<file path="src/nabp_cfg_pkg.sv">
package nabp_cfg_pkg;

    // line and partition geometry
    localparam int IMAGE_SIZE = 16;
    localparam int FILL_COUNT = 4;
    localparam int MAP_DEPTH  = 4;

    // accumulator fixed point, integer part sits above FRAC_W
    localparam int ACCU_W = 16;
    localparam int FRAC_W = 8;

    localparam int SAMPLE_W = 12;

    // apb bus geometry
    localparam int APB_AW = 8;
    localparam int APB_DW = 32;

    // register byte offsets
    localparam logic [APB_AW-1:0] REG_CTRL   = 8'h00;
    localparam logic [APB_AW-1:0] REG_STEP   = 8'h04;
    localparam logic [APB_AW-1:0] REG_STATUS = 8'h08;

    // ctrl write bits
    localparam int CTRL_FILL_BIT  = 0;
    localparam int CTRL_SHIFT_BIT = 1;

endpackage

</file>
<file path="src/nabp_types_pkg.sv">
package nabp_types_pkg;

    // shifter phases, ready encodes as zero
    typedef enum logic [1:0] {
        st_ready     = 2'd0,
        st_fill      = 2'd1,
        st_fill_done = 2'd2,
        st_shift     = 2'd3
    } shifter_state_t;

    // status register layout
    localparam int STATUS_FILL_DONE_BIT  = 0;
    localparam int STATUS_SHIFT_DONE_BIT = 1;

    // state field occupies bits 3:2
    localparam int STATUS_STATE_LSB = 2;

endpackage

</file>
<file path="src/shift_cmd_if.sv">
`timescale 1ns/1ps

interface shift_cmd_if
    import nabp_types_pkg::*;
#(
    parameter int ACCU_W = nabp_cfg_pkg::ACCU_W
);

    // commands from the register block
    logic              fill_kick;
    logic              shift_kick;
    logic [ACCU_W-1:0] accu_step;

    // completion pulses and phase from the shifter
    logic              fill_done;
    logic              shift_done;
    shifter_state_t    state;

    modport regs (
        output fill_kick, shift_kick, accu_step,
        input  fill_done, shift_done, state
    );

    modport shifter (
        input  fill_kick, shift_kick, accu_step,
        output fill_done, shift_done, state
    );

endinterface

</file>
<file path="src/apb_shift_regs.sv">
`timescale 1ns/1ps

module apb_shift_regs
    import nabp_cfg_pkg::*;
    import nabp_types_pkg::*;
(
    input  logic              clk,
    input  logic              reset_n,
    input  logic [APB_AW-1:0] paddr,
    input  logic              psel,
    input  logic              penable,
    input  logic              pwrite,
    input  logic [APB_DW-1:0] pwdata,
    output logic [APB_DW-1:0] prdata,
    output logic              pready,
    output logic              pslverr,
    shift_cmd_if.regs         cmd
);

    localparam int STEP_W = $bits(cmd.accu_step);

    logic              access;
    logic              addr_ok;
    logic              wr_ctrl;
    logic              wr_step;
    logic              fill_done_flag;
    logic              shift_done_flag;
    logic [APB_DW-1:0] status_word;

    // access phase completes in one cycle
    assign access  = psel && penable;
    assign addr_ok = (paddr == REG_CTRL) || (paddr == REG_STEP) || (paddr == REG_STATUS);
    assign wr_ctrl = access && pwrite && (paddr == REG_CTRL);
    assign wr_step = access && pwrite && (paddr == REG_STEP);

    assign pready  = 1'b1;
    assign pslverr = access && !addr_ok;

    // kicks land on the interface the cycle after the access phase
    always_ff @(posedge clk)
    begin
        if (!reset_n)
        begin
            cmd.fill_kick  <= 1'b0;
            cmd.shift_kick <= 1'b0;
        end
        else
        begin
            cmd.fill_kick  <= wr_ctrl && pwdata[CTRL_FILL_BIT];
            cmd.shift_kick <= wr_ctrl && pwdata[CTRL_SHIFT_BIT];
        end
    end

    always_ff @(posedge clk)
    begin
        if (!reset_n)
            cmd.accu_step <= '0;
        else if (wr_step)
            cmd.accu_step <= pwdata[STEP_W-1:0];
    end

    // done flags hold until the shifter takes a kick of the same kind
    always_ff @(posedge clk)
    begin
        if (!reset_n)
        begin
            fill_done_flag  <= 1'b0;
            shift_done_flag <= 1'b0;
        end
        else
        begin
            if (cmd.fill_done)
                fill_done_flag <= 1'b1;
            else if (cmd.fill_kick && cmd.state == st_ready)
                fill_done_flag <= 1'b0;

            if (cmd.shift_done)
                shift_done_flag <= 1'b1;
            else if (cmd.shift_kick && cmd.state == st_fill_done)
                shift_done_flag <= 1'b0;
        end
    end

    always_comb
    begin
        status_word = '0;
        status_word[STATUS_FILL_DONE_BIT]  = fill_done_flag;
        status_word[STATUS_SHIFT_DONE_BIT] = shift_done_flag;
        status_word[STATUS_STATE_LSB +: $bits(shifter_state_t)] = cmd.state;
    end

    // ctrl is write-only, reads back as zero
    always_comb
    begin
        case (paddr)
            REG_STEP:   prdata = APB_DW'(cmd.accu_step);
            REG_STATUS: prdata = status_word;
            default:    prdata = '0;
        endcase
    end

    // error response only inside an access phase
    assert property (@(posedge clk) disable iff (!reset_n)
        pslverr |-> (psel && penable));

endmodule

</file>
<file path="src/filter_mapper.sv">
`timescale 1ns/1ps

module filter_mapper
#(
    parameter int MAP_DEPTH = nabp_cfg_pkg::MAP_DEPTH,
    parameter int SAMPLE_W  = nabp_cfg_pkg::SAMPLE_W
)
(
    input  logic                clk,
    input  logic                reset_n,
    input  logic                mapper_kick,
    input  logic                shift_en,
    input  logic [SAMPLE_W-1:0] sample_in,
    output logic [SAMPLE_W-1:0] tap_out,
    output logic                tap_valid
);

    logic [SAMPLE_W-1:0] stage [MAP_DEPTH];

    // stage 0 is the newest sample, the last stage the oldest
    always_ff @(posedge clk)
    begin
        if (mapper_kick)
        begin
            for (int i = 0; i < MAP_DEPTH; i++)
                stage[i] <= '0;
        end
        else if (shift_en)
        begin
            stage[0] <= sample_in;
            for (int i = 1; i < MAP_DEPTH; i++)
                stage[i] <= stage[i-1];
        end
    end

    // capture what falls off the end
    always_ff @(posedge clk)
    begin
        if (shift_en)
            tap_out <= stage[MAP_DEPTH-1];
    end

    always_ff @(posedge clk)
    begin
        if (!reset_n)
            tap_valid <= 1'b0;
        else
            tap_valid <= shift_en;
    end

    // one strobe per shift, one cycle later
    assert property (@(posedge clk) disable iff (!reset_n)
        tap_valid == $past(shift_en));

endmodule

</file>
<file path="src/line_shifter.sv">
`timescale 1ns/1ps

module line_shifter
    import nabp_types_pkg::*;
#(
    parameter int IMAGE_SIZE = nabp_cfg_pkg::IMAGE_SIZE,
    parameter int FILL_COUNT = nabp_cfg_pkg::FILL_COUNT,
    parameter int ACCU_W     = nabp_cfg_pkg::ACCU_W,
    parameter int FRAC_W     = nabp_cfg_pkg::FRAC_W
)
(
    input  logic         clk,
    input  logic         reset_n,
    shift_cmd_if.shifter cmd,
    output logic         shift_en,
    output logic         mapper_kick
);

    localparam int FILL_CW = $clog2(FILL_COUNT + 1);
    localparam int STEP_CW = $clog2(IMAGE_SIZE);
    localparam logic [FILL_CW-1:0] FILL_LAST = FILL_CW'(FILL_COUNT - 1);
    localparam logic [STEP_CW-1:0] STEP_LAST = STEP_CW'(IMAGE_SIZE - 2);

    shifter_state_t     state;
    shifter_state_t     next_state;
    logic [FILL_CW-1:0] fill_cnt;
    logic [STEP_CW-1:0] step_cnt;
    logic [ACCU_W-1:0]  accu_prev;
    logic [ACCU_W-1:0]  accu_cur;
    logic               fill_last;
    logic               step_last;
    logic               crossing;

    // accu_prev holds (i-1)*step, accu_cur is i*step, wrapping freely
    assign accu_cur = accu_prev + cmd.accu_step;
    assign crossing = accu_cur[ACCU_W-1:FRAC_W] != accu_prev[ACCU_W-1:FRAC_W];

    assign fill_last = (state == st_fill) && (fill_cnt == FILL_LAST);
    assign step_last = (state == st_shift) && (step_cnt == STEP_LAST);

    // mealy outputs
    assign shift_en       = (state == st_fill) || ((state == st_shift) && crossing);
    assign mapper_kick    = (state == st_ready) && cmd.fill_kick;
    assign cmd.fill_done  = fill_last;
    assign cmd.shift_done = step_last;
    assign cmd.state      = state;

    always_comb
    begin
        next_state = state;
        case (state)
            st_ready:
                if (cmd.fill_kick)
                    next_state = st_fill;
            st_fill:
                if (fill_last)
                    next_state = st_fill_done;
            st_fill_done:
                if (cmd.shift_kick)
                    next_state = st_shift;
            st_shift:
                if (step_last)
                    next_state = st_ready;
            default:
                next_state = st_ready;
        endcase
    end

    always_ff @(posedge clk)
    begin
        if (!reset_n)
            state <= st_ready;
        else
            state <= next_state;
    end

    // counters and accumulator rewind whenever their phase is not active
    always_ff @(posedge clk)
    begin
        if (!reset_n)
        begin
            fill_cnt  <= '0;
            step_cnt  <= '0;
            accu_prev <= '0;
        end
        else
        begin
            if (state == st_fill)
                fill_cnt <= fill_cnt + 1'b1;
            else
                fill_cnt <= '0;

            if (state == st_shift)
            begin
                step_cnt  <= step_cnt + 1'b1;
                accu_prev <= accu_cur;
            end
            else
            begin
                step_cnt  <= '0;
                accu_prev <= '0;
            end
        end
    end

    // mapper stays still while idle or waiting for the shift command
    assert property (@(posedge clk) disable iff (!reset_n)
        (state == st_ready || state == st_fill_done) |-> !shift_en);

    assert property (@(posedge clk) disable iff (!reset_n)
        !(cmd.fill_done && cmd.shift_done));

endmodule

</file>
<file path="src/nabp_shift_top.sv">
`timescale 1ns/1ps

module nabp_shift_top
    import nabp_cfg_pkg::*;
#(
    parameter int IMAGE_SIZE = nabp_cfg_pkg::IMAGE_SIZE,
    parameter int FILL_COUNT = nabp_cfg_pkg::FILL_COUNT,
    parameter int MAP_DEPTH  = nabp_cfg_pkg::MAP_DEPTH,
    parameter int ACCU_W     = nabp_cfg_pkg::ACCU_W,
    parameter int FRAC_W     = nabp_cfg_pkg::FRAC_W,
    parameter int SAMPLE_W   = nabp_cfg_pkg::SAMPLE_W
)
(
    input  logic                clk,
    input  logic                reset_n,
    input  logic [APB_AW-1:0]   paddr,
    input  logic                psel,
    input  logic                penable,
    input  logic                pwrite,
    input  logic [APB_DW-1:0]   pwdata,
    output logic [APB_DW-1:0]   prdata,
    output logic                pready,
    output logic                pslverr,
    input  logic [SAMPLE_W-1:0] sample_in,
    output logic [SAMPLE_W-1:0] tap_out,
    output logic                tap_valid
);

    logic shift_en;
    logic mapper_kick;

    shift_cmd_if #(.ACCU_W(ACCU_W)) cmd_if ();

    // host side
    apb_shift_regs regs_i (
        .clk     (clk),
        .reset_n (reset_n),
        .paddr   (paddr),
        .psel    (psel),
        .penable (penable),
        .pwrite  (pwrite),
        .pwdata  (pwdata),
        .prdata  (prdata),
        .pready  (pready),
        .pslverr (pslverr),
        .cmd     (cmd_if)
    );

    line_shifter #(
        .IMAGE_SIZE (IMAGE_SIZE),
        .FILL_COUNT (FILL_COUNT),
        .ACCU_W     (ACCU_W),
        .FRAC_W     (FRAC_W)
    ) shifter_i (
        .clk         (clk),
        .reset_n     (reset_n),
        .cmd         (cmd_if),
        .shift_en    (shift_en),
        .mapper_kick (mapper_kick)
    );

    // sample path, tap goes straight out
    filter_mapper #(
        .MAP_DEPTH (MAP_DEPTH),
        .SAMPLE_W  (SAMPLE_W)
    ) mapper_i (
        .clk         (clk),
        .reset_n     (reset_n),
        .mapper_kick (mapper_kick),
        .shift_en    (shift_en),
        .sample_in   (sample_in),
        .tap_out     (tap_out),
        .tap_valid   (tap_valid)
    );

endmodule

</file>
<file path="config.mk">
export PLATFORM = sky130hd
export DESIGN_NAME = nabp_shift_top
export DESIGN_NICKNAME = d
export VERILOG_FILES = /design/src/nabp_cfg_pkg.sv /design/src/nabp_types_pkg.sv /design/src/shift_cmd_if.sv /design/src/apb_shift_regs.sv /design/src/filter_mapper.sv /design/src/line_shifter.sv /design/src/nabp_shift_top.sv
export SDC_FILE = /design/constraint.sdc
export NUM_CORES = 1
export LEC_CHECK = 0
export ABC_AREA = 0
export BUFFER_PORTS_ARGS = -buffer_cell sky130_fd_sc_hd__buf_2
export CORE_MARGIN = 2
export CORE_UTILIZATION = 35
export CTS_BUF_LIST = sky130_fd_sc_hd__clkbuf_16
export CTS_CLUSTER_DIAMETER = 120
export DETAILED_ROUTE_END_ITERATION = 10
export GPL_ROUTABILITY_DRIVEN = 1
export GPL_TIMING_DRIVEN = 0
export PLACE_DENSITY = 0.61
export SLEW_MARGIN = 20
export SYNTH_ARGS = -nofsm -noshare
export SYNTH_HDL_FRONTEND = slang
export SYNTH_SLANG_ARGS = --single-unit
</file>
<file path="constraint.sdc">
create_clock -name clk -period 5.4 [get_ports clk]
set_input_delay 0.54 -clock clk [delete_from_list [all_inputs] [get_ports clk]]
set_output_delay 0.54 -clock clk [all_outputs]
set_load 0.005 [all_outputs]
</file>
# Word-level counts from Yosys, hierarchy flattened

Memories as Yosys holds them, arrays and structs flattened. A register that Yosys moved wholly into a read port is not among the register bits.
Index checks and enable logic that the tools add are counted.

Reductions and logical operators: 23
Bitwise logic cells: 4
Add/sub/neg operators: 3
Eq/ne operators: 12
Multiplexer cells: 19

Operators by type and width:

| cell                                                                    | count |
|---|---|
| 12-bit two-way mux                                                      | 4 |
| 16-bit case mux with 2 select lines                                     | 1 |
| 16-bit adder                                                            | 1 |
| 1-bit logical AND                                                       | 12 |
| 1-bit two-way mux                                                       | 9 |
| 8-bit by 3-bit equality test with 1-bit output, second input constant   | 1 |
| 8-bit by 4-bit equality test with 1-bit output, second input constant   | 1 |
| 8-bit zero test                                                         | 1 |
| 2-bit two-way mux                                                       | 4 |
| 8-bit inequality test                                                   | 1 |
| 2-bit case mux with 4 select lines                                      | 1 |
| 4-bit by 1-bit adder with 4-bit output, second input constant           | 1 |
| 2-bit equality test, second input constant                              | 2 |
| 4-bit equality test, second input constant                              | 1 |
| 2-bit by 1-bit inequality test with 1-bit output, second input constant | 2 |
| 2-bit inequality test, second input constant                            | 2 |
| 1-bit OR                                                                | 4 |
| 2-bit AND reduction                                                     | 2 |
| 4-bit AND reduction                                                     | 1 |
| 2-bit nonzero test                                                      | 2 |
| 3-bit by 1-bit adder with 3-bit output, second input constant           | 1 |
| 3-bit by 2-bit equality test with 1-bit output, second input constant   | 1 |
| 1-bit logical OR                                                        | 3 |
| 2-bit by 1-bit equality test with 1-bit output, second input constant   | 1 |
| other kinds (2)                                                         | 2 |

Register bits: 46
RAM bits: 48
Input bits: 57
Logic and storage cells: 72
Memories kept: 1
Output and inout port bits: 47

Memories:

| name           | words | width | rd ports | clocked after memory_dff | write ports | line                | text |
|---|---|---|---|---|---|---|---|
| mapper_i.stage | 4     | 12    | 4        | 1                        | 4           | filter_mapper.sv:18 | `logic [SAMPLE_W-1:0] stage [MAP_DEPTH];` |

# Longest topological paths before layout

Depth in word-level cells: 8
Gate-level depth with buffers: 13
Depth with buffers taken out: 11

# Modules after synthesis

Synthesis repeated with hierarchy kept, for this count alone.

Cells, all modules: 452
Area total of the unflattened synthesis: 5228.8 um^2

Modules (own cells, without submodules):

| module         | times used | area each (um^2) | cells each | sequential area each (um^2) |
|---|---|---|---|---|
| filter_mapper  | 1          | 2328.5           | 121        | 1821.7 |
| line_shifter   | 1          | 1759.2           | 192        | 480.5 |
| apb_shift_regs | 1          | 1141.1           | 139        | 400.4 |

# Worst setup path before layout

OpenSTA, ideal clock, no wires.

Path kind: register to register
Start point: register regs_i.cmd.accu_step[0]
End point: memory mapper_i.stage[0][0] (enable)
Arrival: 3545 ps
Required time: 4816 ps
Path buffers: 0
Path slack: 1271 ps
Cell stages (with the launch flop): 11
Setup time: 584 ps
Period minus slack after synthesis: 4129 ps
Cell sequence: dfxtp_1 -> ha_1 -> fa_1 -> a21oi_1 -> nor2_1 -> or2_1 -> a31oi_2 -> xnor3_1 -> or4b_4 -> o41ai_4 -> nand2_1

RTL lines:

| item                   | line                 | text |
|---|---|---|
| from (decl)            | shift_cmd_if.sv:20   | `output fill_kick, shift_kick, accu_step,` |
| from (signal assigned) | apb_shift_regs.sv:59 | `cmd.accu_step <= pwdata[STEP_W-1:0];` |
| to (decl)              | filter_mapper.sv:18  |  |

==> results.json <==
{
  "outcome": "finished, final reports clean",
  "core_area_um2": 13700,
  "grt_usage_pct": 13.0,
  "worstSkewPairLatency_ps": 350,
  "r2r_start": "regs_i.cmd.accu_step[0]$_SDFFE_PN0P_",
  "cts_resized": 0,
  "htreeDepth": 3,
  "die_y_um": 122,
  "yosys_warnings": 0,
  "dr.pass1.iters": 4,
  "max_freq_mhz": 248,
  "wire_per_inst_um": 13.0,
  "cp_max_fo": 29,
  "synth-edff-count": 60,
  "areaGrowthSynthToFinish_pct": 19.6,
  "start_kind": "flop",
  "hold_buffers": 0,
  "syn_avg_cell_area_um2": 11.2,
  "grt_pass1_vias": 3151,
  "critPathMaxStageDelay_ps": 540,
  "cp-startpoint": "regs_i.cmd.accu_step[0]$_SDFFE_PN0P_",
  "ys_ff_latch": 105,
  "initial_utilization_pct": 35.5,
  "hold_path.class": "input port to flop",
  "die_w_um": 122,
  "p_leak_nw": 2.57,
  "slew_violations": 0,
  "cts_buffer_depth": 2,
  "postSynth.asyncResetShare_pct": 0,
  "ff2ff_setup_slack_ps": 1370,
  "hold-worst-slack_ps": 420,
  "grt_setup_unrepaired": "false",
  "ys_top_cells_by_area": "edfxtp_1, dfxtp_1, and3_1, ha_1, nand2_1",
  "first_iter_violations": 147,
  "nNetsFinal": 615,
  "wl_met3_um": 294,
  "grt_max_degree": 30,
  "fin_setup_tns_ps": 0,
  "final_layout_size_suffix_gt1_share_pct": 22.5,
  "worstReg2RegEnd": "mapper_i.stage[0][6]$_SDFFCE_PN0P_",
  "crit_buf_inv": 1,
  "io_pins": 104,
  "routed.top_layer": "met4",
  "ys_types": 54,
  "relSlewSlack_pct": 41.8,
  "drv_cap": 0,
  "yosysTopAreaCell": "edfxtp_1",
  "synth_top_area_share_pct": 37.0,
  "port_buffers": 70,
  "period_needed_ps": 4030,
  "routed_wl_um": 9320,
  "syn-instance-count": 436,
  "slowest_stage": "or4b_4",
  "cp_top_family": "simple AND/OR/NAND/NOR gates",
  "rr_worst_depth": 11,
  "clockRootBuffer": "clkbuf_16",
  "m1WireLength_um": 4530,
  "cts.clk_slew.worst_paths_ps": 80,
  "postCtsSetupBuffers": 0,
  "end_kind": "flop",
  "via_count": 3317,
  "hold_viol": 0,
  "n_antenna_cell": 0,
  "cts_sinks": 105,
  "cts_tree": "yes",
  "synthFlopType": "edfxtp_1",
  "num_rows": 43,
  "grt_pass1_wl_um": 15100,
  "skew_ps": 12.6,
  "criticalPathCategory": "flop to flop",
  "dieArea_um2": 14900,
  "finalSetupViolCount": 0,
  "final_util_pct": 42.5,
  "antenna_found_initial": 0,
  "yosysSeqAreaShare_pct": 55.4,
  "syn-cell-area_um2": 4870,
  "viasPerCell": 4.62,
  "required_ps": 5510,
  "tightest_slew_ps": 874,
  "crit_path_end": "mapper_i.stage[0][6]$_SDFFCE_PN0P_",
  "p_per_area_nw_per_um2": 265,
  "numCtsBuffers": 9,
  "globalplace.congestion": 0.855,
  "crit_cells": 11,
  "max-vdd-ir-drop_mv": 0.133,
  "overflow": 0,
  "wl_met2_um": 4270,
  "final_common_cell": "buf_2",
  "ant_nets": 0,
  "final_cell_mix": "buf_2, edfxtp_1, and3_1",
  "cp_cell_sequence": "ha_1 > fa_1 > a21oi_1 > nor2_1 > or2_1 > a21oi_2 > xnor3_1 > or4b_4 > o41ai_4 > nand2_2 > buf_16",
  "dp_hpwl_um": 6930,
  "fin_crit_sh_pct": 74.7,
  "cp.arrival_ps": 4140,
  "drc": 0
}
-- synth_stat cells (2+ instances only) --
master and number:
buf_4 17, xnor3_1 3, nor3_1 3, a21o_1 6, xnor2_1 9, nand2_1 47, dfxtp_1 45, clkbuf_1 15
o21ai_0 3, a21oi_1 25, and3_1 56, conb_1 2, xor2_1 8, and2_1 16, a22oi_1 2, buf_6 3
nor2_1 30, or2_2 2, ha_1 24, inv_1 10, nor2b_1 3, edfxtp_1 60, a21oi_2 2, a32o_1 4
a211oi_1 2, nand3_1 6, o21ai_1 6
-- final cells by class --
type / count / area [um2]
Buffer: 35 / 218
Clock buffer: 9 / 225
Clock inverter: 7 / 61.3
Fill cell: 1314 / 7890
Inverter: 11 / 41.3
Multi-Input combinational cell: 300 / 1980
Sequential cell: 105 / 2700
Tap cell: 180 / 225
Timing Repair Buffer: 71 / 378
-- per-stage QoR --
| stage | power (W) | setup WS (ps) | instance area, um2 | instances |
|---|---|---|---|---|
| 6_report | 0.00154 | 1370 | 5830 | 718 |
| 3_5_place_dp | 0.000938 | 1370 | 5540 | 702 |
| 4_1_cts | 0.00156 | 1340 | 5830 | 718 |
| 3_3_place_gp | 0.000934 | 676 | 5510 | 701 |
| 5_1_grt | 0.00160 | 1100 | 5830 | 718 |
| 2_1_floorplan | 0.000910 | 1270 | 4930 | 451 |
-- worst register-to-register path: cells and delay by family, from the launching register on --
family	cells	cell delay (ps)
DFF	1	340
AOI/OAI and AO/OA	3	760
and+or+nand+nor	4	1410
xor gates and xnor gates	1	250
buffers and inverters	1	350
adders and majority gates	2	660
-- sequential cells by signal (all words and copies together), names as in the netlist --
name	cells
mapper_i.stage	48
regs_i.cmd.accu_step	16
shifter_i.accu_prev	15
mapper_i.tap_out	12
shifter_i.step_cnt	4
shifter_i.fill_cnt	3
shifter_i.cmd.state	2
mapper_i.tap_valid	1
regs_i.cmd.fill_kick	1
regs_i.cmd.shift_kick	1
regs_i.fill_done_flag	1
regs_i.shift_done_flag	1
-- cells by family after synthesis --
| family | Yosys count | share of synthesized area [%] |
|---|---|---|
| AO/OA/AOI/OAI | 63 | 8.96 |
| multiplexers | 1 | 0.205 |
| XOR/XNOR | 21 | 4.93 |
| AND/OR/NAND/NOR | 173 | 18.4 |
| other | 2 | 0.154 |
| buffers and inverters | 46 | 5.31 |
| adder cells (fa/ha/maj) | 25 | 6.57 |
| flip-flops | 105 | 55.4 |
-- power by group --
group / internal, W / switching, W
Clock: 0.000319 / 0.000306
Combinational: 0.0000358 / 0.0000352
Sequential: 0.000845 / 0.00000384
Total: 0.00120 / 0.000345
-- worst min path at each step --
stage                                        startpoint                                   end  slack [ps]  depth (start not counted)
finish                                        pwdata[5]  regs_i.cmd.accu_step[5]$_SDFFE_PN0P_         420                          3
global route         mapper_i.stage[3][1]$_SDFFCE_PN0P_         mapper_i.tap_out[1]$_DFFE_PP_         430                          0
CTS                                           pwdata[5]  regs_i.cmd.accu_step[5]$_SDFFE_PN0P_         420                          3
detailed placement   mapper_i.stage[3][3]$_SDFFCE_PN0P_         mapper_i.tap_out[3]$_DFFE_PP_         410                          0
global placement    mapper_i.stage[3][11]$_SDFFCE_PN0P_        mapper_i.tap_out[11]$_DFFE_PP_         400                          0
floorplan              shifter_i.fill_cnt[0]$_SDFF_PN0_      shifter_i.fill_cnt[0]$_SDFF_PN0_         400                          1
-- layer usage --
metal	global-route usage, %	vias up
met2	20.1	53
li1	-	1713
met5	0	-
met3	2.72	16
met4	5.82	0
met1	17.5	1535
Power figures use the tool's default switching activity.
